## config.mk

```make
export PLATFORM = sky130hd
export DESIGN_NAME = programCounter
export DESIGN_NICKNAME = d
export VERILOG_FILES = /design/src/design/procPkg.sv /design/src/design/programCounter.sv
export SDC_FILE = /design/constraint.sdc
export NUM_CORES = 1
export LEC_CHECK = 0
export BUFFER_PORTS_ARGS = -buffer_cell sky130_fd_sc_hd__buf_2
export CAP_MARGIN = 20
export CORE_MARGIN = 2
export CORE_UTILIZATION = 40
export CTS_BUF_LIST = sky130_fd_sc_hd__clkbuf_16
export DETAILED_ROUTE_END_ITERATION = 10
export PLACE_DENSITY = 0.64
export SLEW_MARGIN = 10
export SYNTH_ARGS = -nofsm -noshare
export SYNTH_HDL_FRONTEND = slang
export SYNTH_SLANG_ARGS = --single-unit
export TNS_END_PERCENT = 50
```

## constraint.sdc

```tcl
create_clock -name clk -period 6.8 [get_ports clk]
set_clock_uncertainty 0.15 [all_clocks]
set_input_delay 1.02 -clock clk [delete_from_list [all_inputs] [get_ports clk]]
set_output_delay 1.02 -clock clk [all_outputs]
set_load 0.01 [all_outputs]
```

## src/design/procPkg.sv

```systemverilog
`default_nettype none

package procPkg;

  // Memory and register file sizes
  localparam int memDepth = 1024;
  localparam int memAddrWidth = $clog2(memDepth);
  localparam int regCount = 4;

  typedef logic [15:0] wordT;
  typedef logic [1:0] regSelT;
  typedef logic [memAddrWidth-1:0] memAddrT;

  // Codes 10 to 15 act as no-operations
  typedef enum logic [3:0] {
    opAdd = 4'd0,
    opSub = 4'd1,
    opLdr = 4'd2,
    opStr = 4'd3,
    opLda = 4'd4,
    opSta = 4'd5,
    opBz  = 4'd6,
    opJmp = 4'd7,
    opJr  = 4'd8,
    opCmp = 4'd9
  } opcodeT;

  // field8 doubles as rs2 in its top two bits
  typedef struct packed {
    logic [3:0] opcode;
    regSelT rd;
    regSelT rs1;
    logic [7:0] field8;
  } instrT;

  typedef enum logic {
    aluAdd = 1'b0,
    aluSub = 1'b1
  } aluOpT;

  // Top bit set means register target
  typedef enum logic [1:0] {
    pcIncrement = 2'b00,
    pcRelative  = 2'b01,
    pcRegister  = 2'b10
  } pcSelT;

endpackage

`default_nettype wire

```

## src/design/programCounter.sv

```systemverilog
`default_nettype none

module programCounter (
  input  logic           clk,
  input  logic           rst,
  input  procPkg::pcSelT sel,
  input  procPkg::wordT  offset,
  input  procPkg::wordT  target,
  output procPkg::wordT  pc
);

  import procPkg::*;

  wordT nextPc;

  // Any code with the top bit set picks the register
  always_comb begin
    if (sel[1]) begin
      nextPc = target;
    end else if (sel == pcRelative) begin
      nextPc = pc + offset;
    end else begin
      nextPc = pc + 16'd1;
    end
  end

  always_ff @(posedge clk or posedge rst) begin
    if (rst) begin
      pc <= '0;
    end else begin
      pc <= nextPc;
    end
  end

endmodule

`default_nettype wire

```

After elaboration in Yosys (flattened, before gate mapping) --
Index checks and enable logic that the tools add are counted.
Storage, ports and cells: bits in latches 0, word-level logic and storage cells 6, memories 0, memory bits (read-only) 0, bits in writable memories 0, register bits after elaboration 16
Cells by class: multiply operators 0, $lt $le $gt $ge 0, muxes and demuxes 2, shift operators 0, add/sub/neg operators 2, reduce and logical (&&, ||, !) cells 0, equality and inequality tests 1, div/mod/pow operators 0, bitwise logic cells 0
Operators with widths (count):
- 16-bit 2-to-1 mux | 2
- 16-bit by 1-bit adder with 16-bit output, second input constant | 1
- 16-bit adder | 1
- 2-bit by 1-bit == test with 1-bit output, second input constant | 1

Longest topological paths before layout --
depth in word-level cells 3, mapped depth 10, depth with buffers taken out 9

Worst setup path before layout --
No wires, ideal clock.
kind input to register, start input sel[0], end register pc[12], library setup time 0.146 ns, path buffers 0, stages on the path 9, path slack 3.652 ns, data arrival time 2.852 ns, required time 6.504 ns, cells stage by stage nor2b_1 -> nand2b_1 -> ha_1 -> fa_1 -> a211oi_1 -> o21ai_1 -> a21bo_2 -> nor4_1 -> a311oi_1
Between the ends: word-level cells in the longest chain between the ends 3
RTL lines:
- from (decl) | RTL line programCounter.sv:6 | input procPkg::pcSelT sel,
- 2-bit by 1-bit == test with 1-bit output | RTL line programCounter.sv:20 | end else if (sel == pcRelative) begin
- 16-bit 2-to-1 mux | RTL line programCounter.sv:20
- 16-bit 2-to-1 mux | RTL line programCounter.sv:18 | if (sel[1]) begin
- net nextPc[12] | RTL line programCounter.sv:14 | wordT nextPc;
- to (signal assigned) | RTL line programCounter.sv:31 | pc <= nextPc;
- to (decl) | RTL line programCounter.sv:9 | output procPkg::wordT pc
The timed path passes the listed nets, and every way through them passes these cells.

Final worst setup path --
start input sel[1], end register pc[12]
Between the ends: word-level cells in the longest chain between the ends 3
RTL lines (RTL line):
- 2-bit by 1-bit == test with 1-bit output | programCounter.sv:20
- 16-bit 2-to-1 mux | programCounter.sv:20
- 16-bit 2-to-1 mux * | programCounter.sv:18
- net nextPc[12] | programCounter.sv:14
The timed path passes the listed nets; every way through them passes the cells marked *.

==> out/qor.yml <==
placement:
  dpl_cell_area_um2: 1810
  gp_congestion: 0.839
  dp.cells: 276
  io_buffers: 51
  place_ws_ps: 2530
  post-dp-hpwl_um: 2950
synth:
  synthesis.nets: 239
  synth_edf_count: 0
  ys_seq_area_share_pct: 25.9
  synth-async-reset-ratio_pct: 100
  synthCells: 187
  yosys_warnings: 0
  avgSynthCellArea_um2: 8.27
  ys_types: 48
  yosys.area.top_type_share_pct: 25.9
  synth_ff_type: "dfrtp_1"
  synth-seq-cells: 16
  syn_area_um2: 1550
  synth_top_area_cell: "dfrtp_1"
  synth.area.top_cells: "dfrtp_1 (26%), ha_1 (12%), nand2_1 (6.3%)"
setup_path:
  r2r_start: "pc[0]"
  rrSetupSlack_ps: 4410
  endpoint_kind: "register"
  critical_path_arrival_ps: 3870
  critical_path.max_fanout: 25
  worst-setup-path-type: "in -> reg"
  required_ps: 6750
  ff2ff_path_depth: 7
  r2r_end: "pc[12]"
  critPathLaunchType: "input pin"
routing:
  drc_errors: 0
  vias: 1506
  wl_per_cell_um: 13.7
  routed_wl_um: 3830
  drt-initial-drc-count: 60
  firstDrtPassIters: 5
  vias_per_cell: 5.40
  ant_nets: 0
clocking:
  clk_latency_ps: 250
  clk_pin_slew_ps: 50
  cts-resized-gates: 0
  clock_sink_count: 16
  h-tree-depth: 1
  cts_tree: "done"
  clockBufferDepth: 2
  cts_buffers: 3
  ctsHoldBuffers: 0
  post-cts-setup-buffer-count: 0
  root_buffer: "clkbuf_16"
global_routing:
  grt_max_degree: 26
  track_usage_pct: 19.3
  antenna_found_initial: 0
  grt_use_met2_pct: 31.4
  grt_pass1_vias: 1409
  top_usage_layer: "met2"
  met3_usage_pct: 2.04
  met1_usage_pct: 27.0
  gr-total-overflow: 0
  grt_pass1_wl_um: 6530
sta:
  tightest_slew_ps: 881
  min_period_over_period_pct: 57.7
  post-route-min-period_ps: 3920
  setup_violations: 0
  slew_viol_final: 0
  setup_tns_ps: 0
  clock.fmax_mhz: 255
  setup_ws_ps: 2880
  slew_headroom_pct: 41.2
  fin_hold_ws_ps: 478
  rsz0062_at_grt: "no"
  hold_viol_final: 0
power_and_ir_drop:
  ir_worst_vdd_v: 0.0000862
  power_density_nw_per_um2: 221
  power.total_uw: 417
  leakagePower_nw: 0.939
min_path:
  worstHoldPathCells: 2
  min_path_type: "reg -> reg"
  hp-start: "pc[0]"
  hold_path_end: "pc[0]"
cells_and_area:
  final_cell_area_um2: 1890
  fin_util_pct: 51.2
  drive_gt1_share_pct: 27.7
  largest_reg_flops: 16
  reg.largest.list: "pc: 16 flops"
  syn2layout_area_growth_pct: 22.0
  nNetsFinal: 285
  fin_cells: 279
  regMostFlops: "pc"
  num_antenna_cells: 0
run:
  cap_violations: 0
status:
  status: "finished clean"
floorplan:
  num_rows: 22
  die_w_um: 66.2
  num_io_pins: 52
  start_util_pct: 41.9
  dieArea_um2: 4380
  dieHeight_um: 66.2
  fp.coreArea_um2: 3690
==> worst max-delay path: stages <==
cell and delay, ps:
buf_2 250, nor2b_1 740, nand2b_1 120, ha_1 230, fa_1 420, a211oi_1 360
o21ai_1 190, a21bo_2 250, nor4_1 200, a311oi_1 80
==> synthesized netlist by cell type (3+ instances only) <==
library cell   n
a21oi_1        9
a311oi_1       3
and2_1        15
clkbuf_1       5
dfrtp_1       16
ha_1          15
inv_1          3
nand2_1       26
nand3_1        6
nand4_1        4
nor2_1        12
o211a_1        4
o21ai_0       13
o21bai_1       3
xnor2_1        3
xor2_1         4
==> worst max path at each step <==
stage / startpoint / to / slack, ps
after floorplan: sel[0] / pc[12] / 3650
after global placement: sel[1] / pc[12] / 2650
after detailed placement: sel[1] / pc[12] / 2530
after CTS: sel[1] / pc[12] / 2790
after global routing: sel[1] / pc[12] / 2530
final: sel[1] / pc[12] / 2880
==> metal layers <==
layer	wire, um	up-vias
li1	-	773
met1	1920	689
met2	1720	40
met3	151	4
met4	37	0
met5	0	-
==> cell families (layout without fill, tap and decap cells) <==
group           after synthesis  count (layout)  synth area share (%)
buf+inv                      13              57                  3.96
fa+ha+maj                    16              16                  13.4
mux                           3               3                  2.10
xor+xnor                      7               7                  3.96
simple gates                 77              77                  25.3
flops                        16              16                  25.9
compound gates               55              55                  25.3
==> cell type report <==
type / instances / area [um^2]
sequential: 16 / 400
fill: 374 / 1800
tap: 48 / 60.1
inverter: 3 / 11.3
clock buffer: 3 / 75.1
timing repair buffer: 51 / 255
multi-input combinational: 158 / 1080
==> power by group <==
part	internal [mW]	switching, mW	total, mW
Combinational	0.0766	0.101	0.178
Sequential	0.113	0.0112	0.124
Clock	0.0773	0.0381	0.115
Total	0.267	0.150	0.417
==> placed cells by master, fill, tap and decap left out, drive strengths merged, types with 4 or more instances in the layout <==
cell type,netlist,final
o211a,4,4
nand4,4,4
dfrtp,16,16
o21ai,15,15
buf,3,51
nand2,26,26
nor2,12,12
and2,16,16
ha,15,15
xor2,4,4
a21oi,11,11
nand3,6,6
No activity file was read; power rests on OpenSTA's default activity.
