`config.mk`:
```
export PLATFORM = sky130hd
export DESIGN_NAME = registerFile
export DESIGN_NICKNAME = d
export VERILOG_FILES = /design/src/design/procPkg.sv /design/src/design/registerFile.sv
export SDC_FILE = /design/constraint.sdc
export NUM_CORES = 1
export LEC_CHECK = 0
export ABC_CLOCK_PERIOD_IN_PS = 2300
export BUFFER_PORTS_ARGS = -buffer_cell sky130_fd_sc_hd__buf_4
export CORE_ASPECT_RATIO = 1.4
export CORE_MARGIN = 4
export CORE_UTILIZATION = 56
export CTS_CLUSTER_DIAMETER = 100
export DETAILED_ROUTE_END_ITERATION = 16
export GPL_TIMING_DRIVEN = 0
export PLACE_DENSITY = 0.8
export SLEW_MARGIN = 20
export SYNTH_ARGS = -nofsm -noshare
export SYNTH_HDL_FRONTEND = slang
export SYNTH_SLANG_ARGS = --single-unit
```
`constraint.sdc`:
```
create_clock -name clk -period 2.3 [get_ports clk]
set_clock_uncertainty 0.05 [all_clocks]
set_input_delay 0.345 -clock clk [delete_from_list [all_inputs] [get_ports clk]]
set_output_delay 0.345 -clock clk [all_outputs]
set_load 0.005 [all_outputs]
```
`src/design/procPkg.sv`:
```
`default_nettype none

package procPkg;

  // Memory and register file sizes
  localparam int memDepth = 1024;
  localparam int memAddrWidth = $clog2(memDepth);
  localparam int regCount = 4;

  typedef logic [15:0] wordT;
  typedef logic [1:0] regSelT;
  typedef logic [memAddrWidth-1:0] memAddrT;

  // Codes 10 to 15 act as no-operations
  typedef enum logic [3:0] {
    opAdd = 4'd0,
    opSub = 4'd1,
    opLdr = 4'd2,
    opStr = 4'd3,
    opLda = 4'd4,
    opSta = 4'd5,
    opBz  = 4'd6,
    opJmp = 4'd7,
    opJr  = 4'd8,
    opCmp = 4'd9
  } opcodeT;

  // field8 doubles as rs2 in its top two bits
  typedef struct packed {
    logic [3:0] opcode;
    regSelT rd;
    regSelT rs1;
    logic [7:0] field8;
  } instrT;

  typedef enum logic {
    aluAdd = 1'b0,
    aluSub = 1'b1
  } aluOpT;

  // Top bit set means register target
  typedef enum logic [1:0] {
    pcIncrement = 2'b00,
    pcRelative  = 2'b01,
    pcRegister  = 2'b10
  } pcSelT;

endpackage

`default_nettype wire

```
`src/design/registerFile.sv`:
```
`default_nettype none

module registerFile (
  input  logic            clk,
  input  logic            rst,
  input  logic            writeEn,
  input  procPkg::regSelT writeSel,
  input  procPkg::regSelT readSel1,
  input  procPkg::regSelT readSel2,
  input  procPkg::wordT   writeData,
  output procPkg::wordT   readData1,
  output procPkg::wordT   readData2
);

  import procPkg::*;

  wordT regs [regCount];

  // Single write port, all registers cleared on reset
  always_ff @(posedge clk or posedge rst) begin
    if (rst) begin
      for (int i = 0; i < regCount; i++) begin
        regs[i] <= '0;
      end
    end else if (writeEn) begin
      regs[writeSel] <= writeData;
    end
  end

  // Two independent read ports
  assign readData1 = regs[readSel1];
  assign readData2 = regs[readSel2];

endmodule

`default_nettype wire

```
### After elaboration in Yosys (flattened, before gate mapping)

Index checks and enable logic that the tools add are counted.

* add/sub/neg operators: 0
* multiply operators: 0
* div/mod/pow operators: 0
* $lt $le $gt $ge: 4
* equality and inequality tests: 0
* shift operators: 0
* mux-type cells: 9
* bitwise gates (word level): 3
* reductions and logical operators: 1

Operators by type and width (number)
* $mux W16: 5
* $bmux W16 S2: 2
* $bwmux W64: 1
* $demux W16 S2: 1
* $ge A3 B3 Y1 const B: 3
* $not A2 Y3: 3
* $lt A3 B1 Y1 const B: 1
* $logic_and A1 B1 Y1: 1

* register bits after elaboration: 64
* latch bits: 0
* bits in writable memories: 0
* memory bits (read-only): 0
* bits of input ports: 25
* output and inout port bits: 32
* logic and storage cells: 21
* memories: 0

### Depth between registers and ports, before layout

* depth in word-level cells: 6
* depth in mapped cells: 3

### Worst setup path after synthesis

OpenSTA, ideal clock, no wires.

* path kind: input-to-output
* start: input port readSel1[0]
* end: output port readData1[10]
* arrival time: 1297 ps
* required time: 1905 ps
* slack: 608 ps
* cell stages on the path: 3
* path buffers: 2
* cell sequence: buf_2 buf_4 mux4_2

* word-level cells in the longest chain between the ends: 4

Ends and longest elaborated chain
* from (decl): line registerFile.sv:8 `input procPkg::regSelT readSel1,`
* $not A2 Y3 (not written as such): line registerFile.sv:31 `assign readData1 = regs[readSel1];`
* $bmux W16 S2: line registerFile.sv:31
* $mux W16 (not written as such) (2 in series): line registerFile.sv:31
* to (decl): line registerFile.sv:11 `output procPkg::wordT readData1,`

Every way passes these cells. The select of a mux whose other input is x is not followed.

### Worst setup path after layout

* start: input port readSel2[0]
* end: output port readData2[10]

* word-level cells in the longest chain between the ends: 4

Ends and longest elaborated chain
* from (decl): line registerFile.sv:9 `input procPkg::regSelT readSel2,`
* $not A2 Y3 (not written as such): line registerFile.sv:32 `assign readData2 = regs[readSel2];`
* $bmux W16 S2: line registerFile.sv:32
* $mux W16 (not written as such) (2 in series): line registerFile.sv:32
* to (decl): line registerFile.sv:12 `output procPkg::wordT readData2`

Every way passes these cells. The select of a mux whose other input is x is not followed.

==> flow_summary.yaml <==
drt:
  drc: 0
  num_vias: 1880
  detail-route-antenna-nets: 0
  finalWirelength_um: 6580
  viasPerCell: 6.03
  routedWlPerCell_um: 21.1
  dr.pass1.iters: 4
  drt_iter0_markers: 97
logic_synthesis:
  netlist_instances: 177
  synth_fa_ha_area_share_pct: 0
  synthesis.nets: 202
  synth_compound_area_share_pct: 0
  yosysUniqueCellTypes: 11
  synth_seq_cells: 64
  syn_avg_cell_area_um2: 18.0
  synth_area_leaders: "dfrtp_1, mux2_2, mux4_2"
  synth_top_area_share_pct: 50.4
  synth_top_family_by_area: "multiplexers"
  synth_top_cell_by_area: "dfrtp_1"
  post_synth_xor_area_fraction_pct: 0
  synth_area_um2: 3180
  synth_mux_area_share_pct: 45.3
  yosys.area_share.simple_pct: 1.61
  seq_area_frac_synth_pct: 50.4
  ys_warn_count: 0
global_routing:
  grt_max_degree: 46
  grt_usage_pct: 21.2
  grt_overflow: 0
  antenna_found_initial: 0
  grt_pass1_wl_um: 11000
  grt_pass1_vias: 2102
sta:
  setup_viol: 0
  hold_ws_ps: 221
  finalCriticalPeriod_ps: 2000
  fmax_mhz: 501
  slew_violations: 0
  finalCritPeriodShare_pct: 86.8
  worst_pin_slew_ps: 476
  rsz0062_at_grt: "no"
  slew_headroom_pct: 68.2
  hold_violations: 0
worst_hold_path:
  min_path_type: "primary input to flip-flop"
placement:
  dp_hpwl_um: 4630
  gp_congestion: 0.740
  io_buffers: 52
final_layout:
  largest_register_ff_count: 64
  largest-register: "regs"
  nFillCells: 380
  nets: 267
  diodes: 0
  syn_to_final_growth_pct: 21.2
  top_regs: "regs x64"
  drive_above_1_share_pct: 73.0
floorplan:
  initial_utilization_pct: 57.6
  io_pins: 57
  std_cell_rows: 32
  chipHeight_um: 97.2
  die-area_um2: 6970
  core_area_um2: 5530
  die_w_um: 71.7
clock_tree:
  numCtsBuffers: 9
  clk_pin_slew_ps: 60
  cts_buffer_depth: 2
  cts_tree: "yes"
  clock-sinks: 64
  post_cts_resized: 0
  cts_root_buf: "clkbuf_8"
  clkLatencyLatePin_ps: 330
  postCtsSetupRepairBufs: 0
  cts_max_level: 3
pwr:
  leakagePower_uw: 0.00166
  p_per_area_nw_per_um2: 811
  ir_drop_mv: 0.436
  power_uw: 3130
setup_path:
  path_cells: "buf_2, buf_4, mux4_2, buf_4"
  cp_slowest_stage_delay_ps: 540
  startpoint_type: "primary input"
  crit_required_ps: 1900
  critPathCaptureType: "output port"
  critical_path.most_common_cell: "buf_4"
  arrival_ps: 1600
  path_class: "primary input to output port"
  crit_fanout: 10
  crit_path_top_delay_cell: "mux4_2"
run_status:
  status: "finished, final reports clean"
job:
  drv_cap: 0
[synth_stat cells, drive strengths merged]
| library cell | n |
|---|---|
| nand3b | 2 |
| buf | 11 |
| clkbuf | 1 |
| nor3b | 1 |
| inv | 1 |
| mux2 | 64 |
| mux4 | 32 |
| dfrtp | 64 |
| nand3 | 1 |
[path summary, 6_finish.rpt]
| kind | start | cells after the start | slack [ps] | to |
|---|---|---|---|---|
| min reg2reg | regs[10]$_DFFE_PP0P_ | 1 | 470 | regs[10]$_DFFE_PP0P_ |
| max in group asynchronous | rst | 4 | 1220 | regs[13]$_DFFE_PP0P_ |
| min in group asynchronous | rst | 3 | 480 | regs[11]$_DFFE_PP0P_ |
| min | writeData[15] | 2 | 220 | regs[31]$_DFFE_PP0P_ |
| max reg2reg | regs[3]$_DFFE_PP0P_ | 1 | 1460 | regs[3]$_DFFE_PP0P_ |
| max | readSel2[0] | 4 | 300 | readData2[10] |
[stage by stage]
step	worst slack (ps)	area, um^2	TNS (ps)	util (%)	std cells
2_1_floorplan	307	3180	0	-	177
3_3_place_gp	-498	3660	-31720	66.2	297
3_5_place_dp	284	3690	0	66.7	298
4_1_cts	284	3860	0	69.8	312
5_1_grt	227	3860	0	69.8	312
6_report	304	3860	0	69.8	312
[area by class of cell]
class | count | area, um^2 | area share (%)
plain buffers | 12 | 82.6 | 2.14
well taps | 68 | 85.1 | 2.21
multi-input cells | 100 | 1490 | 38.7
clock inverters | 1 | 5.00 | 0.130
repair buffers | 54 | 428 | 11.1
clock buffers | 12 | 155 | 4.02
flip-flops and latches | 64 | 1600 | 41.5
inverters | 1 | 6.26 | 0.162
[worst max-delay path, delay by kind of cell]
family                 cells  cell delay, ps
buffers and inverters      3             700
muxes                      1             540
[cells in the final DEF (no fill, tap or decap), types with 2 or more instances in the layout]
cell type,n
buf_2,7
buf_4,55
clkbuf_8,12
mux4_2,32
nand3b_2,2
mux2_2,64
dfrtp_1,64
[power by group]
part | internal, uW | switching, uW
sequential | 1340 | 148
clock | 430 | 386
combinational | 559 | 264
[metal layers]
layer	share of wire [%]	vias up	GRT usage, %	wire [um]
met3	5.2	7	5.38	340
met4	0.93	0	7.38	61
met5	0	-	0	0
met2	55	53	35.1	3600
met1	39	993	26.8	2580
li1	-	827	-	-
[cells by family after synthesis]
family / count (synthesis)
muxes: 96
DFF: 64
and+or+nand+nor: 4
buffers and inverters: 13
[repair_timing]
action                                 4_1_cts  5_1_grt
setup endpoints to repair                    0        0
hold buffers                                 1        0
endpoints found under the hold margin       19        0
(Power assumes the default switching activity.)
