==> config.mk <==
export PLATFORM = sky130hd
export DESIGN_NAME = alu
export DESIGN_NICKNAME = d
export VERILOG_FILES = /design/src/design/procPkg.sv /design/src/design/alu.sv
export SDC_FILE = /design/constraint.sdc
export NUM_CORES = 1
export LEC_CHECK = 0
export ABC_CLOCK_PERIOD_IN_PS = 5410
export BUFFER_PORTS_ARGS = -buffer_cell sky130_fd_sc_hd__buf_4
export CAP_MARGIN = 20
export CORE_UTILIZATION = 48
export DETAILED_ROUTE_END_ITERATION = 10
export HOLD_SLACK_MARGIN = 0.12
export PLACE_DENSITY = 0.84
export SYNTH_ARGS = -nofsm -noshare
export SYNTH_HDL_FRONTEND = slang
export SYNTH_SLANG_ARGS = --single-unit
==> constraint.sdc <==
create_clock -name clk -period 5.41 [get_ports clk]
set_input_delay 0.2705 -clock clk [delete_from_list [all_inputs] [get_ports clk]]
set_output_delay 0.2705 -clock clk [all_outputs]
set_load 0.03 [all_outputs]
==> src/design/procPkg.sv <==
`default_nettype none

package procPkg;

  // Memory and register file sizes
  localparam int memDepth = 1024;
  localparam int memAddrWidth = $clog2(memDepth);
  localparam int regCount = 4;

  typedef logic [15:0] wordT;
  typedef logic [1:0] regSelT;
  typedef logic [memAddrWidth-1:0] memAddrT;

  // Codes 10 to 15 act as no-operations
  typedef enum logic [3:0] {
    opAdd = 4'd0,
    opSub = 4'd1,
    opLdr = 4'd2,
    opStr = 4'd3,
    opLda = 4'd4,
    opSta = 4'd5,
    opBz  = 4'd6,
    opJmp = 4'd7,
    opJr  = 4'd8,
    opCmp = 4'd9
  } opcodeT;

  // field8 doubles as rs2 in its top two bits
  typedef struct packed {
    logic [3:0] opcode;
    regSelT rd;
    regSelT rs1;
    logic [7:0] field8;
  } instrT;

  typedef enum logic {
    aluAdd = 1'b0,
    aluSub = 1'b1
  } aluOpT;

  // Top bit set means register target
  typedef enum logic [1:0] {
    pcIncrement = 2'b00,
    pcRelative  = 2'b01,
    pcRegister  = 2'b10
  } pcSelT;

endpackage

`default_nettype wire

==> src/design/alu.sv <==
`default_nettype none

module alu (
  input  logic           clk,
  input  logic           rst,
  input  logic           flagEn,
  input  procPkg::aluOpT op,
  input  procPkg::wordT  in1,
  input  procPkg::wordT  in2,
  output procPkg::wordT  result,
  output logic           zFlag
);

  import procPkg::*;

  // Result wraps modulo 2^16
  always_comb begin
    if (op == aluSub) begin
      result = in1 - in2;
    end else begin
      result = in1 + in2;
    end
  end

  // Flag kept from the last flag-setting operation
  always_ff @(posedge clk or posedge rst) begin
    if (rst) begin
      zFlag <= 1'b0;
    end else if (flagEn) begin
      zFlag <= (result == '0);
    end
  end

endmodule

`default_nettype wire

# Yosys cells after proc, flatten, opt, wreduce, memory -nomap -nowiden
# Index checks and enable logic that the tools add are counted.
# op_classes
n_addsub	2
mux	1
reduce_logical	1
# ops
cell	n
adder 16 bit	1
logical NOT 16 bit	1
two-way mux 16 bit	1
subtractor 16 bit	1
# totals
register_bits	1
input_bits	36
out_inout_bits	17
word_cells	5

# Logic depth before layout (Yosys ltp)
# Gate-level depths: netlist of the first run.
# depth
depth_word	3
ltp_mapped	16
depth_no_buf	16

# Least setup slack after synthesis of the first run
# Ideal clock, no wire load.
# synth_path
kind	input port to flip-flop
start	input in2[5]
end	register zFlag
setup_ns	0.094
t_arrival_ns	3.490
required_time_ns	5.316
slack_ns	1.827
cell_stages	14
n_path_buf	0
path_cell_list	nor3_1 -> nand2_1 -> o21bai_1 -> o21ai_0 -> xnor2_1 -> ha_1 -> a21o_1 -> a21o_1 -> a21oi_1 -> o21ai_1 -> xor2_1 -> or4_1 -> or4b_1 -> o31ai_2
# synth_via
elab_chain_cells	3
elab_cells_between_ends	4
cone_classes	add/sub (2); mux (1); reduce/logical (1)
# synth_lines
element	line_no	source
start, declared	alu.sv:9	input procPkg::wordT in2,
adder 16 bit / subtractor 16 bit (equally long branches)	alu.sv:21, alu.sv:19	
two-way mux 16 bit (*)	alu.sv:18	if (op == aluSub) begin
named net result[12]	alu.sv:10	output procPkg::wordT result,
logical NOT 16 bit (*)	alu.sv:30	zFlag <= (result == '0);
end signal, assigned	alu.sv:30	
end, declared	alu.sv:11	output logic zFlag
# The timed path passes the listed nets; every way through them passes the cells marked *.
# A chain may end at the register's enable or synchronous reset.

# Worst setup path in the final report of the first run
# layout_path
start	input in2[5]
end	register zFlag
# layout_via
elab_chain_cells	3
elab_cells_between_ends	4
cone_classes	add/sub (2); mux (1); reduce/logical (1)
# layout_lines
element	line_no
adder 16 bit / subtractor 16 bit (equally long branches)	alu.sv:21, alu.sv:19
two-way mux 16 bit (*)	alu.sv:18
logical NOT 16 bit (*)	alu.sv:30
# Mark *: on every way between the ends. The rest lies on a longest branch, timed or not.

==> results of run 1 <==
metrics by stage:
stage | power [mW] | worst slack [ns]
6_report | 0.343 | 1.40
3_5_place_dp | 0.341 | 1.42
4_1_cts | 0.343 | 1.40
3_3_place_gp | 0.335 | 1.57
5_1_grt | 0.369 | 1.04
2_1_floorplan | 0.233 | 1.83
kinds of logic (layout without fill, tap and decap cells):
kind of cell | Yosys count | after routing | synth area share
AND/OR/NAND/NOR | 49 | 49 | 0.225
AO/OA/AOI/OAI | 47 | 47 | 0.285
XOR/XNOR | 26 | 26 | 0.208
adder cells (fa/ha/maj) | 17 | 17 | 0.201
buffers and inverters | 9 | 61 | 0.0308
multiplexers | 3 | 3 | 0.0274
flip-flops | 1 | 1 | 0.0228
path summary, 6_finish.rpt:
check                      startpoint     to  cells after the start
setup / recovery               in2[5]  zFlag                     15
hold / removal                  zFlag  zFlag                      2
setup reg to reg                zFlag  zFlag                      2
hold reg to reg                 zFlag  zFlag                      2
max in group asynchronous         rst  zFlag                      3
min in group asynchronous         rst  zFlag                      3
worst max-delay path, delay by kind of cell:
family                     cells  cell delay (ns)
and+or+nand+nor                4             1.43
AOI/OAI and AO/OA              7             1.39
adders and majority gates      1             0.37
xor gates and xnor gates       2             0.34
buffers and inverters          1             0.12
timing repair:
item                       4_1_cts  5_1_grt
setup endpoints to repair        0        0
hold buffers                     1        0
gates resized for setup          0        0
hold endpoints to repair         1        0
per-layer routing:
| metal | part of all wire | track usage | vias up |
|---|---|---|---|
| met5 | 0 | 0 | - |
| met4 | 0.0054 | 0.0286 | 0 |
| met1 | 0.46 | 0.338 | 587 |
| met2 | 0.50 | 0.459 | 36 |
| met3 | 0.034 | 0.00617 | 2 |
| li1 | - | - | 659 |
power by group through the flow:
stage / logic (mW) / registers, mW / clock network (mW)
detailed placement: 0.334 / 0.00762 / 0
finish: 0.335 / 0.00762 / 0
global route: 0.361 / 0.00762 / 0
CTS: 0.335 / 0.00762 / 0
floorplan: 0.225 / 0.00762 / 0
global placement: 0.327 / 0.00762 / 0
Yosys cell counts, drive strengths merged:
| cell type | instances |
|---|---|
| o21ai | 9 |
| o31a | 1 |
| o31ai | 1 |
| a2111o | 1 |
| o2111ai | 1 |
| a21oi | 18 |
| or2 | 1 |
| buf | 1 |
| a21o | 4 |
| nor2 | 16 |
| ha | 16 |
| inv | 8 |
| xor2 | 3 |
| o211ai | 3 |
| or4b | 2 |
| xnor2 | 23 |
| dfrtp | 1 |
| o21a | 5 |
| or3 | 1 |
| a31o | 1 |
| nor3b | 1 |
| a211oi | 1 |
| o21bai | 2 |
| nand3b | 1 |
| or4 | 2 |
| nand2b | 3 |
| nor2b | 3 |
| mux2i | 3 |
| nor4 | 2 |
| fa | 1 |
| nor3 | 6 |
| nand4 | 1 |
| nand2 | 10 |
final cells by class:
class	instances	area share
inverters	8	0.0197
multi-input cells	142	0.680
flip-flops and latches	1	0.0164
well taps	27	0.0221
repair buffers	53	0.262
==> summary.md, run 1 <==
| Metric | Value |
|---|---|
| Status | `complete, no violations` |
| Max-slew headroom | `0.750` |
| First drt pass iteration count | `4` |
| CP Cell Sequence | `buf_4 > nor3_1 > nand2_1 > o21bai_1 > o21ai_0 > xnor2_1 > ha_1 > a21o_1 > a21o_1 > a21oi_1 > o21ai_1 > xor2_1 > or4_1 > or4b_1 > o31ai_2` |
| Total of warnings raised by yosys | `0` |
| Final min period | `around 4 ns` |
| DRT antenna net count | `0` |
| Clk slew on worst S/H paths | `0 ns` |
| Commonest non-fill, non-tap cells in the layout | `52 x buf_4, 23 x xnor2_1, 16 x a21oi_1, 16 x nor2_1, 16 x ha_1` |
| Most frequent CP cell | `a21o_1` |
| Switch Pwr | `approximately 0.20 mW` |
| Area occupied by multi-input gates | `1040 um2` |
| Leading cell type in the layout, fill and taps excluded | `buf_4` |
| Die Width | `~50 um` |
| CP Max Fanout | `5` |
| Gate power share | `0.978` |
| Biggest regs | `zFlag: 1 flops` |
| HPWL Detailed | `2.61 mm` |
| Dpl cells | `230` |
| Cell Area, Synth | `roughly 1100 um2` |
| Initial antenna violation count | `0` |
| Critical path class | `in -> reg` |
| Row count | `16` |
| Final Setup Violations | `0` |
| Tightest Pin Transition | `~0.37 ns` |
| Vias in the first global route | `~1200` |
| Final Max Slew Viols | `0` |
| HP Class | `reg -> reg` |
| Leak | `just over 0.7 nW` |
| Max incr delay on CP | `around 0.55 ns` |
| Mean Syn Cell Area | `between 7 and 8 um2` |
| Largest cells by area after synthesis | `xnor2_1 18%, ha_1 18%, a21oi_1 7.3%` |
| Worst Path Required | `about 5.3 ns` |
| Routed wire per std cell | `between 10 and 15 um` |
| GRT Overall Usage | `0.253` |
| Clock Skew | `0 ns` |
| Synthesis-to-layout area growth | `39.3%` |
| Final setup TNS | `0 ns` |
| PD cells | `around 220 nW/um2` |
| Mapped Cells | `around 150` |
| Endpoints failing hold | `0` |
| Remaining DRCs | `0` |
| Total wire length | `2.99 mm` |
| I/O Buffers | `52` |
| Global route overflow | `0` |
| Placed inst area | `between 1500 and 2000 um2` |
| Slowest CP cell | `or4b_1` |
| Global-route wire length before repair | `5.13 mm` |
| Yosys reg bits | `1` |
| Crit path DAT | `slightly below 4 ns` |
| Final worst-path cycle share | `0.741` |
| Post-route cell area | `1530 um2` |
| Largest Register | `zFlag` |
| Clk pwr share | `0` |
| Top cell type's share of synthesized area | `0.184` |
| Distinct cells, synth | `36` |
| FMAX | `between 0.2 and 0.25 GHz` |
| Routability cong. | `~0.90` |
| Fraction of layout cells with a size suffix above 1 | `0.289` |
| FILL cells | `between 150 and 200` |
| Final core occ | `0.740` |
| Seq/Total Area, Yosys | `0.0228` |
| Int Pwr | `0.147 mW` |
| Via Count | `~1300` |
| RSZ-0062 raised after global routing | `no` |
| Max-Cap Viols | `0` |
| Biggest area consumer among synthesized cells | `xnor2_1` |
| Post CTS Setup Buffer Count | `0` |
| CP Capture Type | `flip-flop` |
| Layout Nets | `259` |
| Via density | `roughly 5.6` |
| Worst-Skew Late Latency | `0 ns` |
| Initial core utilization | `0.532` |
| # IOs | `53` |
| Die H | `49.8 um` |
| Die area | `~2500 um2` |
| Max reg flops | `1` |
| Storage cell area | `between 20 and 30 um2` |
| Core area | `between 2000 and 2500 um2` |
| Antenna Cells | `0` |
| VDD IR max | `181 uV` |
| Largest net degree at the start of global routing | `16` |
| Layout Cells excl Fill | `about 230` |
| WHS | `0.485 ns` |
| Startpoint Class | `input port` |
| Syn Nets | `205` |
| R2R Setup Slk | `between 4 and 5 ns` |
| Sequential share of power | `0.022` |
| Initial drt markers | `38` |
| Sw Ratio | `0.570` |
No activity file was read; power rests on OpenSTA's default activity.
==> inputs of run 2 (changes only) <==
Settings changed: ABC_AREA set to 1, ABC_CLOCK_PERIOD_IN_PS 5410 to 3800, PLACE_DENSITY 0.84 to 0.79.
Clock period 5.41 ns to 3.8 ns, I/O delays scaled along.
==> run 2 against run 1 <==
First-iteration DRC count grew 53%; setup slack got worse by 0.36 ns; critical path depth increased by 2; combinational power up 46%; clock skew unchanged; largest cell class unchanged; synthesized cell count up 82%; via count grew 33%; synthesized area up 31%; total power rose by 45%; final cell count grew 56%; cell area increased by 22%; critical endpoint unchanged; flip-flop and latch count is the same.
==> summary.md, run 2 <==
| Metric | Value |
|---|---|
| Worst Path Required | `3.73 ns (-1.58 ns)` |
| Die Width | `56.6 um (+14%)` |
| Total wire length | `3.46 mm (+16%)` |
| Die area | `3200 um2 (+29%)` |
| # IOs | `53 (unchanged)` |
| Syn Nets | `330 (+61%)` |
| Status | `complete, no violations` |
| Seq/Total Area, Yosys | `0.0175 (-0.00535)` |
| Routed wire per std cell | `9.61 um (-26%)` |
| FILL cells | `320 (+73%)` |
| Top-count cell post-synth | `nand2_1` |
| Mapped Cells | `277 (+82%)` |
| Largest cells by area after synthesis | `nand2_1 24%, inv_1 14%, ha_1 14%` |
| Core area | `2780 um2 (+35%)` |
| RSZ-0062 raised after global routing | `no` |
| Global-route wire length before repair | `5.99 mm (+17%)` |
| Layout Nets | `384 (+48%)` |
| FMAX | `~0.36 GHz` |
| Initial antenna violation count | `0 (unchanged)` |
| VDD IR max | `221 uV (+22%)` |
| Clock Skew | `0 ns (unchanged)` |
| Max-Cap Viols | `0 (unchanged)` |
| Final Max Slew Viols | `0 (unchanged)` |
| Crit path DAT | `2.69 ns (-1.22 ns)` |
| Biggest area consumer among synthesized cells | `nand2_1` |
| Critical path class | `in -> reg` |
| Fraction of layout cells with a size suffix above 1 | `0.207 (-0.0825)` |
| Remaining DRCs | `0 (unchanged)` |
| CTS resizes | `0 (unchanged)` |
| Initial drt markers | `58 (+53%)` |
| CP Capture Type | `flip-flop` |
| Largest net degree at the start of global routing | `10 (-6)` |
| Tightest Pin Transition | `0.401 ns (+0.0304 ns)` |
| Initial core utilization | `0.515 (-0.0169)` |
| Yosys reg bits | `1 (unchanged)` |
| Max-slew headroom | `0.730 (-0.0208)` |
| Main synth FF type | `dfrtp_1` |
| Top cells by count, synth | `93 x nand2_1, 54 x inv_1, 28 x nor2_1` |
| Global route overflow | `0 (unchanged)` |
| Cell Area, Synth | `1430 um2 (+31%)` |
| PD cells | `268 nW/um2 (+19%)` |
| DRT antenna net count | `0 (unchanged)` |
| Leading cell type in the layout, fill and taps excluded | `nand2_1` |
| Post CTS Setup Buffer Count | `0 (unchanged)` |
| GRT Overall Usage | `0.224 (-0.0292)` |
| Final setup TNS | `0 ns (unchanged)` |
| Leak | `1.17 nW (+65%)` |
| Storage cell area | `25.0 um2 (unchanged)` |
| Worst Setup SP | `in2[1]` |
| Top cell type's share of synthesized area | `0.244 (+0.0601)` |
| Vias in the first global route | `1475 (+21%)` |
| Total of warnings raised by yosys | `0 (unchanged)` |
| Worst-Skew Late Latency | `0 ns (unchanged)` |
| Startpoint Class | `input port` |
| Via Count | `1706 (+33%)` |
| Final worst-path cycle share | `0.726` |
| Via density | `4.74 (-15%)` |
| Die H | `56.6 um (+14%)` |
| First drt pass iteration count | `4 (unchanged)` |
| Routability cong. | `0.956 (+5.9%)` |
| CP Max Fanout | `5 (unchanged)` |
| Biggest regs | `zFlag: 1 flops` |
| Final min period | `around 2.8 ns` |
| HPWL Detailed | `3.12 mm (+19%)` |
| Synthesis-to-layout area growth | `30.2%` |
| HP Class | `in -> reg` |
| Row count | `19 (+3)` |
| Mean Syn Cell Area | `5.17 um2 (-28%)` |
| Antenna Cells | `0 (unchanged)` |
| EDFF count, synth | `0 (unchanged)` |
| Pwr Total | `0.499 mW (+45%)` |
| Largest Register | `zFlag` |
| Final Setup Violations | `0 (unchanged)` |
| Endpoints failing hold | `0 (unchanged)` |
| Distinct cells, synth | `25 (-31%)` |
| Clk slew on worst S/H paths | `0 ns (unchanged)` |
| Critical R2R Launch | `zFlag` |
| Area occupied by multi-input gates | `1180 um2 (+14%)` |
| Hold_buf cts | `1 (unchanged)` |
| I/O Buffers | `52 (unchanged)` |
| Max reg flops | `1 (unchanged)` |
| Async set-reset flop share out of synthesis | `1.00 (unchanged)` |
| Hold_sp | `flagEn` |
| Commonest non-fill, non-tap cells in the layout | `93 x nand2_1, 54 x inv_1, 52 x buf_4, 28 x nor2_1, 25 x nand3_1` |
[run 2: layer usage]
metal  share of wire  vias up  global-route usage  wire length [um]
met5               0        -                   0                 0
met4           0.010        0              0.0314                35
met3           0.036        2                   0               125
met2            0.44       45               0.366              1510
met1            0.52      706               0.335              1780
li1                -      953                   -                 -
[run 2: area by class of cell]
class / instances / share of cell area
Timing Repair Buffer: 53 / 0.215
Sequential cell: 1 / 0.0134
Inverter: 58 / 0.117
Tap cell: 31 / 0.0208
Multi-Input combinational cell: 217 / 0.634
[run 2: final timing paths]
kind                         end  slack [ns]  cells after the start
setup reg to reg           zFlag        3.21                      2
max in group asynchronous  zFlag        3.12                      3
setup / recovery           zFlag        1.04                     17
hold / removal             zFlag        0.44                      4
hold reg to reg            zFlag        0.48                      2
min in group asynchronous  zFlag        0.59                      3
[run 2: critical path, stage by stage]
cell	delay, ns
buf_4	0.11
inv_1	0.08
ha_1	0.16
nand2_1	0.12
o31ai_2	0.30
o21ai_1	0.14
xor2_1	0.17
ha_1	0.38
inv_1	0.08
nor3_1	0.23
and2_1	0.15
nand2_1	0.07
nand3_1	0.12
nand3_1	0.08
nor2_1	0.10
nand3_1	0.13
nand2_1	0.08
[run 2: logic make-up after synthesis]
logic type / Yosys count / share of synthesized area
xor gates and xnor gates: 16 / 0.0979
adders and majority gates: 17 / 0.154
buffers and inverters: 59 / 0.157
AOI/OAI and AO/OA: 19 / 0.0804
and+or+nand+nor: 165 / 0.493
DFF: 1 / 0.0175
[run 2: power by group]
group          leakage, nW  switching (mW)  internal (mW)  total, mW
Clock                    0               0              0          0
Sequential          0.0140      0.00000116         0.0108     0.0108
Combinational         1.15           0.303          0.185      0.488
Total                 1.17           0.303          0.196      0.499
[run 2: metrics by stage]
stage | setup WS (ns) | instance area (um2) | utilization | hold WS (ns) | std cells
4_1_cts | 1.06 | 1860 | 0.670 | 0.445 | 360
2_1_floorplan | 1.26 | 1430 | - | -0.0813 | 277
3_3_place_gp | 1.07 | 1850 | 0.666 | 0.0335 | 359
3_5_place_dp | 1.05 | 1850 | 0.666 | 0.0353 | 359
5_1_grt | 0.745 | 1860 | 0.670 | 0.471 | 360
6_report | 1.04 | 1860 | 0.670 | 0.442 | 360
