### src/design/procPkg.sv
`default_nettype none

package procPkg;

  // Memory and register file sizes
  localparam int memDepth = 1024;
  localparam int memAddrWidth = $clog2(memDepth);
  localparam int regCount = 4;

  typedef logic [15:0] wordT;
  typedef logic [1:0] regSelT;
  typedef logic [memAddrWidth-1:0] memAddrT;

  // Codes 10 to 15 act as no-operations
  typedef enum logic [3:0] {
    opAdd = 4'd0,
    opSub = 4'd1,
    opLdr = 4'd2,
    opStr = 4'd3,
    opLda = 4'd4,
    opSta = 4'd5,
    opBz  = 4'd6,
    opJmp = 4'd7,
    opJr  = 4'd8,
    opCmp = 4'd9
  } opcodeT;

  // field8 doubles as rs2 in its top two bits
  typedef struct packed {
    logic [3:0] opcode;
    regSelT rd;
    regSelT rs1;
    logic [7:0] field8;
  } instrT;

  typedef enum logic {
    aluAdd = 1'b0,
    aluSub = 1'b1
  } aluOpT;

  // Top bit set means register target
  typedef enum logic [1:0] {
    pcIncrement = 2'b00,
    pcRelative  = 2'b01,
    pcRegister  = 2'b10
  } pcSelT;

endpackage

`default_nettype wire

### src/design/instructionDecoder.sv
`default_nettype none

module instructionDecoder (
  input  procPkg::instrT  instruction,
  input  logic            zFlag,
  output procPkg::pcSelT  pcSel,
  output logic            regWriteEn,
  output logic            flagEn,
  output logic            dataWe,
  output logic            dataAddrSel,
  output logic            regInSource,
  output procPkg::regSelT regWriteSel,
  output procPkg::regSelT readSel1,
  output procPkg::regSelT readSel2,
  output procPkg::aluOpT  aluOp,
  output procPkg::wordT   imm
);

  import procPkg::*;

  opcodeT opcode;

  assign opcode = opcodeT'(instruction.opcode);

  // Register fields are fixed in every format
  assign regWriteSel = instruction.rd;
  assign readSel1 = instruction.rs1;
  assign readSel2 = instruction.field8[7:6];

  // Branch offsets are signed, memory addresses are not
  always_comb begin
    if (opcode == opBz || opcode == opJmp) begin
      imm = {{8{instruction.field8[7]}}, instruction.field8};
    end else begin
      imm = {8'h00, instruction.field8};
    end
  end

  always_comb begin
    pcSel = pcIncrement;
    regWriteEn = 1'b0;
    flagEn = 1'b0;
    dataWe = 1'b0;
    dataAddrSel = 1'b0;
    regInSource = 1'b0;
    aluOp = aluAdd;

    case (opcode)
      opAdd: begin
        regWriteEn = 1'b1;
        flagEn = 1'b1;
      end
      opSub: begin
        regWriteEn = 1'b1;
        flagEn = 1'b1;
        aluOp = aluSub;
      end
      // Compare only updates the flag
      opCmp: begin
        flagEn = 1'b1;
        aluOp = aluSub;
      end
      // Register-indirect load and store
      opLdr: begin
        regWriteEn = 1'b1;
        regInSource = 1'b1;
        dataAddrSel = 1'b1;
      end
      opStr: begin
        dataWe = 1'b1;
        dataAddrSel = 1'b1;
      end
      // Absolute forms take the address from imm
      opLda: begin
        regWriteEn = 1'b1;
        regInSource = 1'b1;
      end
      opSta: begin
        dataWe = 1'b1;
      end
      opBz: begin
        pcSel = zFlag ? pcRelative : pcIncrement;
      end
      opJmp: begin
        pcSel = pcRelative;
      end
      opJr: begin
        pcSel = pcRegister;
      end
      default: begin
        // No-operation codes keep the defaults
        pcSel = pcIncrement;
      end
    endcase
  end

endmodule

`default_nettype wire

### config.mk
export PLATFORM = sky130hd
export DESIGN_NAME = instructionDecoder
export DESIGN_NICKNAME = d
export VERILOG_FILES = /design/src/design/procPkg.sv /design/src/design/instructionDecoder.sv
export SDC_FILE = /design/constraint.sdc
export NUM_CORES = 1
export LEC_CHECK = 0
export BUFFER_PORTS_ARGS = -buffer_cell sky130_fd_sc_hd__buf_2
export CORE_AREA = 2 2 39 41
export DETAILED_ROUTE_END_ITERATION = 10
export DIE_AREA = 0 0 41 43
export PLACE_DENSITY = 0.64
export SLEW_MARGIN = 20
export SYNTH_ARGS = -nofsm -noshare
export SYNTH_HDL_FRONTEND = slang
export SYNTH_SLANG_ARGS = --single-unit
### constraint.sdc
create_clock -name vclk -period 0.8
set_input_delay 0.08 -clock vclk [all_inputs]
set_output_delay 0.08 -clock vclk [all_outputs]
set_load 0.01 [all_outputs]
# ---- Yosys cells after proc, flatten, opt, wreduce, memory -nomap -nowiden
# Cells that the tools add are included.
dict set report op_classes {
  n_reduce_logical 8
  eq_ne 9
  mux 9
}
# cell n
set ops {}
lappend ops {{4-bit by 3-bit equality test with 1-bit output (second input constant)} 4}
lappend ops {{16-bit 2-to-1 mux} 1}
lappend ops {{4-bit by 2-bit equality test with 1-bit output (second input constant)} 2}
lappend ops {{4-bit equality test (second input constant)} 2}
lappend ops {{2-bit OR reduction} 4}
lappend ops {{1-bit 2-to-1 mux} 7}
lappend ops {{2-bit case mux with 3 select lines} 1}
lappend ops {{4-bit by 1-bit equality test with 1-bit output (second input constant)} 1}
lappend ops {{4-bit zero test} 1}
lappend ops {{4-bit OR reduction} 1}
lappend ops {{3-bit OR reduction} 1}
lappend ops {{1-bit logical OR} 1}
dict set report word_totals {
  word_cells 26
  in_bits 17
  output_inout_bits 30
  ff_bits 0
}

# ---- Depth between registers and ports, before layout
# Gate-level depths: netlist (run 1).
dict set report depth {
  ltp_word 3
  depth_mapped 3
  depth_no_buf 2
}

# ---- Worst setup path before layout (run 1)
# No wires, ideal clock.
dict set report synth_path {
  path_kind {in2out}
  startpoint {input instruction[14] in the netlist's numbering}
  endpoint {output imm[10]}
  setup_slack_ns -0.002
  required_ns 0.720
  stages 3
  path_buffers 2
  arrival_time_ns 0.722
  cell_sequence {buf_6 > and4b_1 > buf_4}
}
dict set report synth_via {
  elab_chain_cells 3
  word_cells_on_any_way 4
  classes_between {eq/ne (2); mux (1); reduce/logical (1)}
}
# element line_no
set synth_lines {}
lappend synth_lines {{start: declaration} instructionDecoder.sv:4} ;# input procPkg::instrT instruction,
lappend synth_lines {{4-bit by 3-bit equality test with 1-bit output} instructionDecoder.sv:32} ;# if (opcode == opBz || opcode == opJmp) begin
lappend synth_lines {{1-bit logical OR (*)} instructionDecoder.sv:32}
lappend synth_lines {{16-bit 2-to-1 mux (*)} instructionDecoder.sv:32}
lappend synth_lines {{end: declaration} instructionDecoder.sv:16} ;# output procPkg::wordT imm
# Every way passes the cells marked *; elsewhere a longest branch is shown, timed or not.

# ---- Worst setup path in the final report (run 1)
dict set report layout_path {
  startpoint {input instruction[15] in the netlist's numbering}
  endpoint {output imm[13]}
}
# The elaborated chain is that of the path after synthesis.

==> impl_metrics.prom, run 1 <==
# TYPE chip_impl_metric gauge
chip_impl_info{name="grt_setup_unrepaired",value="true"} 1
chip_impl_metric{name="synthXorXnorAreaFrac",unit=""} 0.0311
chip_impl_metric{name="seq_area",unit="um^2"} 0
chip_impl_metric{name="insertedDiodeCount",unit=""} 0
chip_impl_metric{name="postCtsSetupBuffers",unit=""} 0
chip_impl_metric{name="power_density",unit="nW/um^2"} 464
chip_impl_metric{name="avgViaCountPerCell",unit=""} 4.05
chip_impl_metric{name="finalSetupTns",unit="ns"} -0.0850
chip_impl_info{name="setup.worst_path.start_class",value="input pin"} 1
chip_impl_info{name="post-synth-top-area-cell",value="buf_4"} 1
chip_impl_metric{name="timing.max_slew.rel_slack",unit=""} 0.835
chip_impl_metric{name="drt_iter0_drc",unit=""} 0
chip_impl_metric{name="finalWorstPathRequiredPeriod",unit="ns"} 0.813
chip_impl_metric{name="grt_pass1_wl",unit="um"} 717
chip_impl_metric{name="post_cts_hold_buffer_count",unit=""} 0
chip_impl_info{name="synth.most_common_cell",value="buf_4"} 1
chip_impl_metric{name="worst_slew_pin_slew",unit="ns"} 0.245
chip_impl_info{name="violations",value="setup timing"} 1
chip_impl_metric{name="finalMaxSlewViolations",unit=""} 0
chip_impl_metric{name="share_of_cell_area_taken_by_muxes_after_synthesis",unit=""} 0
chip_impl_info{name="worst_hold_path_type",value="input pin to output pin"} 1
chip_impl_metric{name="nFlopsAndLatches",unit=""} 0
chip_impl_metric{name="fillCellCount",unit=""} 153
chip_impl_metric{name="gpl.final_weighted_congestion",unit=""} 0.601
chip_impl_info{name="combinational_family_with_the_most_area_after_synthesis",value="buffers and inverters"} 1
chip_impl_metric{name="final.hold.worst_slack",unit="ns"} 0.160
chip_impl_metric{name="area_of_the_die",unit="um^2"} 1760
chip_impl_metric{name="design.portCount",unit=""} 47
chip_impl_metric{name="static-leakage-power",unit="uW"} 0.000181
chip_impl_metric{name="cp_max_fo",unit=""} 8
chip_impl_metric{name="post_synth.cell_area_avg",unit="um^2"} 7.82
chip_impl_metric{name="final.period_utilization",unit=""} 1.02
chip_impl_metric{name="ys_types",unit=""} 12
chip_impl_metric{name="achievable-frequency",unit="GHz"} 1.23
chip_impl_metric{name="routed_wl",unit="um"} 601
chip_impl_metric{name="synth_simple_gate_area_frac",unit=""} 0.289
chip_impl_metric{name="placement.cell_area",unit="um^2"} 265
chip_impl_metric{name="data_required_time_at_the_worst_endpoint",unit="ns"} 0.72
chip_impl_metric{name="preCtsSetupSlack",unit="ns"} -0.0251
chip_impl_info{name="end_kind",value="output pin"} 1
chip_impl_info{name="critPathKind",value="input pin to output pin"} 1
chip_impl_metric{name="worstPathArrival",unit="ns"} 0.73
chip_impl_metric{name="postLayoutSetupSlackWorst",unit="ns"} -0.0127
chip_impl_metric{name="dp_hpwl",unit="um"} 479
chip_impl_metric{name="dr_drc_count",unit=""} 0
chip_impl_metric{name="via_count_of_the_first_global_routing_pass",unit=""} 169
chip_impl_metric{name="report.final.hold_viol_count",unit=""} 0
chip_impl_metric{name="drt-pass1-iter-count",unit=""} 1
chip_impl_metric{name="core",unit="um^2"} 1380
chip_impl_metric{name="floorplan.initialDensity",unit=""} 0.203
chip_impl_metric{name="port-buffer-count",unit=""} 24
chip_impl_metric{name="yosys_warnings",unit=""} 0
chip_impl_metric{name="grt_max_degree",unit=""} 9
chip_impl_metric{name="postSynthCellCount",unit=""} 36
chip_impl_metric{name="global_route.overflow_total",unit=""} 0
chip_impl_metric{name="layout-drive-gt1-share",unit=""} 0.775
chip_impl_metric{name="final_area",unit="um^2"} 368
chip_impl_metric{name="synth_seq_area_share",unit=""} 0
chip_impl_info{name="ys_top_cells_by_area",value="buf_4, buf_6, nor3b_1"} 1
chip_impl_metric{name="wl_per_cell",unit="um"} 10.7
chip_impl_info{name="netlist_top_cells_count",value="buf_4, nor3b_1, buf_6, nor3_1"} 1
chip_impl_metric{name="drt.antenna.violating_nets",unit=""} 0
chip_impl_metric{name="antenna_found_initial",unit=""} 0
chip_impl_metric{name="num_vias",unit=""} 227
chip_impl_metric{name="synth_compound_gate_area_share",unit=""} 0
chip_impl_metric{name="chipWidth",unit="um"} 41
chip_impl_metric{name="vdd_ir_drop_max",unit="uV"} 155
chip_impl_metric{name="synth_fp_nets",unit=""} 53
chip_impl_metric{name="die_y",unit="um"} 43
chip_impl_metric{name="final_layout_net_count",unit=""} 59
chip_impl_metric{name="setup_viols_final",unit=""} 8
chip_impl_info{name="run_status",value="finished with violations"} 1
chip_impl_metric{name="drv_cap",unit=""} 0
chip_impl_metric{name="netlist.area_leader.share",unit=""} 0.560
chip_impl_metric{name="synthAdderAreaFrac",unit=""} 0.0400
chip_impl_metric{name="final.clkbuf_count",unit=""} 0
chip_impl_metric{name="gr-usage-all-layers",unit=""} 0.0539
chip_impl_metric{name="area.growth.synth_to_final",unit="%"} 30.7
chip_impl_metric{name="synth.cell_area",unit="um^2"} 282
chip_impl_metric{name="core.rowCount",unit=""} 14
[stage by stage]
stage	power (uW)	util	std cells
final	171	0.266	56
after global routing	188	0.266	56
after CTS	136	0.200	56
after detailed placement	130	0.192	56
after global placement	128	0.192	56
after floorplan	152	-	36
[final timing paths]
kind                   startpoint      end  slack [ns]  cells past startpoint
hold / removal     instruction[5]   imm[5]        0.16                      0
setup / recovery  instruction[15]  imm[13]       -0.01                      3
[cell type report]
class / count / area (um^2) / area share
Timing Repair Buffer: 27 / 243 / 0.660
Tap cell: 16 / 20.0 / 0.0544
Multi-Input combinational cell: 13 / 105 / 0.286
[metal layers]
layer  vias to the layer above  part of all wire  track usage
li1                        106                 -            -
met1                        91              0.34       0.0791
met2                        28              0.48       0.0813
met3                         2              0.18            0
met4                         0            0.0033       0.0200
met5                         -                 0            0
[layout by cell type, fill, tap and decap left out]
| cell | Yosys | routed |
|---|---|---|
| nor4bb_1 | 1 | 1 |
| and4b_4 | 0 | 1 |
| nor3b_1 | 3 | 3 |
| nor2_1 | 1 | 1 |
| buf_6 | 2 | 8 |
| nor3b_2 | 1 | 1 |
| nor3_1 | 2 | 2 |
| buf_8 | 0 | 2 |
| nor2b_1 | 1 | 1 |
| nor2_2 | 1 | 1 |
| buf_2 | 0 | 12 |
| maj3_2 | 1 | 1 |
| xnor2_1 | 1 | 1 |
| buf_4 | 21 | 3 |
| buf_12 | 0 | 2 |
[logic make-up after synthesis]
| kind of cell | Yosys count |
|---|---|
| buf+inv | 23 |
| simple gates | 11 |
| fa+ha+maj | 1 |
| xor+xnor | 1 |
[critical path, cell delays in order]
cell,delay [ns]
buf_8,0.11
and4b_4,0.42
buf_6,0.13
[report_power, final]
part | total [uW] | internal [uW] | switching [uW]
sequential | 0 | 0 | 0
combinational | 171 | 102 | 68.9
clock | 0 | 0 | 0
[timing repair]
action / 4_1_cts / 5_1_grt
gates resized for setup: 4 / 20
pin swaps: 2 / 2
cloned: 0 / 0
setup endpoints to repair: 2 / 12
Note: power is estimated with default switching activity, not from simulation.
==> run 2: changes to the inputs <==
ABC_AREA = 1   (was not set)
CELL_PAD_IN_SITES_DETAIL_PLACEMENT = 1   (was not set)
CELL_PAD_IN_SITES_GLOBAL_PLACEMENT = 1   (was not set)
CORE_AREA = not set   (was 2 2 39 41)
CORE_MARGIN = 2   (was not set)
CORE_UTILIZATION = 15   (was not set)
DIE_AREA = not set   (was 0 0 41 43)
PLACE_DENSITY = 0.82   (was 0.64)
==> impl_metrics.prom, run 2 <==
# TYPE chip_impl_metric gauge
chip_impl_metric{name="finalWorstPathRequiredPeriod",unit="ns"} 0.799
chip_impl_metric{name="routed_wl",unit="um"} 700
chip_impl_metric{name="via_count_of_the_first_global_routing_pass",unit=""} 246
chip_impl_metric{name="static-leakage-power",unit="uW"} 0.000230
chip_impl_metric{name="final.clkbuf_count",unit=""} 0
chip_impl_info{name="critPathKind",value="input pin to output pin"} 1
chip_impl_metric{name="yosys_warnings",unit=""} 0
chip_impl_metric{name="power_density",unit="nW/um^2"} 450
chip_impl_metric{name="placement.cell_area",unit="um^2"} 285
chip_impl_metric{name="area.growth.synth_to_final",unit="%"} 20.0
chip_impl_metric{name="data_required_time_at_the_worst_endpoint",unit="ns"} 0.72
chip_impl_metric{name="floorplan.initialDensity",unit=""} 0.161
chip_impl_metric{name="finalMaxSlewViolations",unit=""} 0
chip_impl_info{name="netlist_top_cells_count",value="buf_4, nand2_1, nor2_1"} 1
chip_impl_metric{name="nFlopsAndLatches",unit=""} 0
chip_impl_info{name="ys_top_cells_by_area",value="buf_4, nand2_1, nor2_1"} 1
chip_impl_metric{name="area_of_the_die",unit="um^2"} 2240
chip_impl_metric{name="postSynthCellCount",unit=""} 51
chip_impl_metric{name="setup_viols_final",unit=""} 0
chip_impl_metric{name="worstPathArrival",unit="ns"} 0.72
chip_impl_metric{name="multi_input_comb_area",unit="um^2"} 131
chip_impl_metric{name="die_y",unit="um"} 47.3
chip_impl_metric{name="timing.max_slew.rel_slack",unit=""} 0.891
chip_impl_info{name="post-synth-top-area-cell",value="buf_4"} 1
chip_impl_metric{name="synth.cell_area",unit="um^2"} 282
chip_impl_metric{name="antenna_found_initial",unit=""} 0
chip_impl_info{name="end_kind",value="output pin"} 1
chip_impl_metric{name="insertedDiodeCount",unit=""} 0
chip_impl_metric{name="final.hold.worst_slack",unit="ns"} 0.160
chip_impl_metric{name="gr-usage-all-layers",unit=""} 0.0533
chip_impl_metric{name="report.final.hold_viol_count",unit=""} 0
chip_impl_metric{name="drt_iter0_drc",unit=""} 1
chip_impl_metric{name="ys_types",unit=""} 7
chip_impl_metric{name="worst_slew_pin_slew",unit="ns"} 0.164
chip_impl_info{name="synth.most_common_cell",value="buf_4"} 1
chip_impl_metric{name="dr_drc_count",unit=""} 0
chip_impl_metric{name="final_layout_net_count",unit=""} 74
chip_impl_info{name="final_common_cell",value="buf_2"} 1
chip_impl_metric{name="design.portCount",unit=""} 47
chip_impl_metric{name="synth_fp_nets",unit=""} 68
chip_impl_metric{name="grt_max_degree",unit=""} 9
chip_impl_metric{name="final.period_utilization",unit=""} 0.999
chip_impl_metric{name="finalSetupTns",unit="ns"} 0
chip_impl_metric{name="avgViaCountPerCell",unit=""} 3.41
chip_impl_metric{name="drv_cap",unit=""} 0
chip_impl_info{name="worst_hold_path_type",value="input pin to output pin"} 1
chip_impl_info{name="setup.worst_path.start_class",value="input pin"} 1
chip_impl_info{name="grt_setup_unrepaired",value="true"} 1
chip_impl_metric{name="cp_max_fo",unit=""} 8
chip_impl_metric{name="global_route.overflow_total",unit=""} 0
chip_impl_metric{name="fillCellCount",unit=""} 235
chip_impl_metric{name="core.rowCount",unit=""} 15
chip_impl_metric{name="port-buffer-count",unit=""} 24
chip_impl_metric{name="layout-drive-gt1-share",unit=""} 0.636
chip_impl_metric{name="postCtsSetupBuffers",unit=""} 0
chip_impl_metric{name="netlist.area_leader.share",unit=""} 0.560
chip_impl_metric{name="seq_area",unit="um^2"} 0
chip_impl_metric{name="dp_hpwl",unit="um"} 606
chip_impl_metric{name="vdd_ir_drop_max",unit="uV"} 62.8
chip_impl_metric{name="drt-pass1-iter-count",unit=""} 2
chip_impl_metric{name="drt.antenna.violating_nets",unit=""} 0
chip_impl_metric{name="synth_seq_area_share",unit=""} 0
chip_impl_metric{name="chipWidth",unit="um"} 47.3
chip_impl_metric{name="achievable-frequency",unit="GHz"} 1.25
chip_impl_metric{name="core",unit="um^2"} 1750
chip_impl_metric{name="post_synth.cell_area_avg",unit="um^2"} 5.52
chip_impl_metric{name="num_vias",unit=""} 273
chip_impl_metric{name="wl_per_cell",unit="um"} 8.75
chip_impl_info{name="run_status",value="finished, final reports clean"} 1
chip_impl_info{name="final_cell_mix",value="buf_2, nand2_1, inv_1"} 1
chip_impl_metric{name="final_area",unit="um^2"} 338
chip_impl_metric{name="gpl.final_weighted_congestion",unit=""} 0.633
chip_impl_metric{name="grt_pass1_wl",unit="um"} 924
-- run 2: cells by family after synthesis --
group	count (synthesis)	synth area share
and+or+nand+nor	24	0.360
buffers and inverters	27	0.640
-- run 2: metal layers --
layer | global-route usage | vias up | wire, um | part of all wire
li1 | - | 135 | - | -
met1 | 0.0629 | 124 | 249 | 0.36
met3 | 0.0192 | 0 | 64 | 0.091
met4 | 0 | 0 | 0 | 0
met5 | 0 | - | 0 | 0
met2 | 0.0973 | 14 | 385 | 0.55
-- run 2: where the power goes --
group | switching (uW) | leakage, uW | internal (uW)
registers | 0 | 0 | 0
clock network | 0 | 0 | 0
logic | 85.7 | 0.000230 | 66.3
total | 85.7 | 0.000230 | 66.3
-- run 2: path summary, 6_finish.rpt --
path,from,to,cells past startpoint
worst max-delay path,instruction[15],imm[14],4
worst min-delay path,instruction[10],regWriteSel[0],0
-- run 2: area by class of cell --
| cell class | count | area share |
|---|---|---|
| multi-input combinational | 24 | 0.389 |
| inverter | 6 | 0.0667 |
| timing repair buffer | 25 | 0.452 |
| tap | 25 | 0.0926 |
-- run 2: through the flow --
stage	instances	power [uW]	util	setup WS, ns
2_1_floorplan	51	140	-	0.0263
3_3_place_gp	80	124	0.163	-0.0199
3_5_place_dp	80	128	0.163	-0.0549
4_1_cts	80	138	0.176	-0.0160
5_1_grt	80	167	0.194	-0.0770
6_report	80	152	0.194	0.000621
-- run 2: repair_timing --
item                       CTS  global route
cloned                       0             0
setup endpoints to repair   13            14
gates resized for setup      4             9
pin swaps                    0             3
hold buffers                 0             0
-- run 2: worst max-delay path: stages --
cell and delay [ns]:
buf_6 0.10, nand3b_1 0.21, nor2_4 0.18, buf_2 0.16
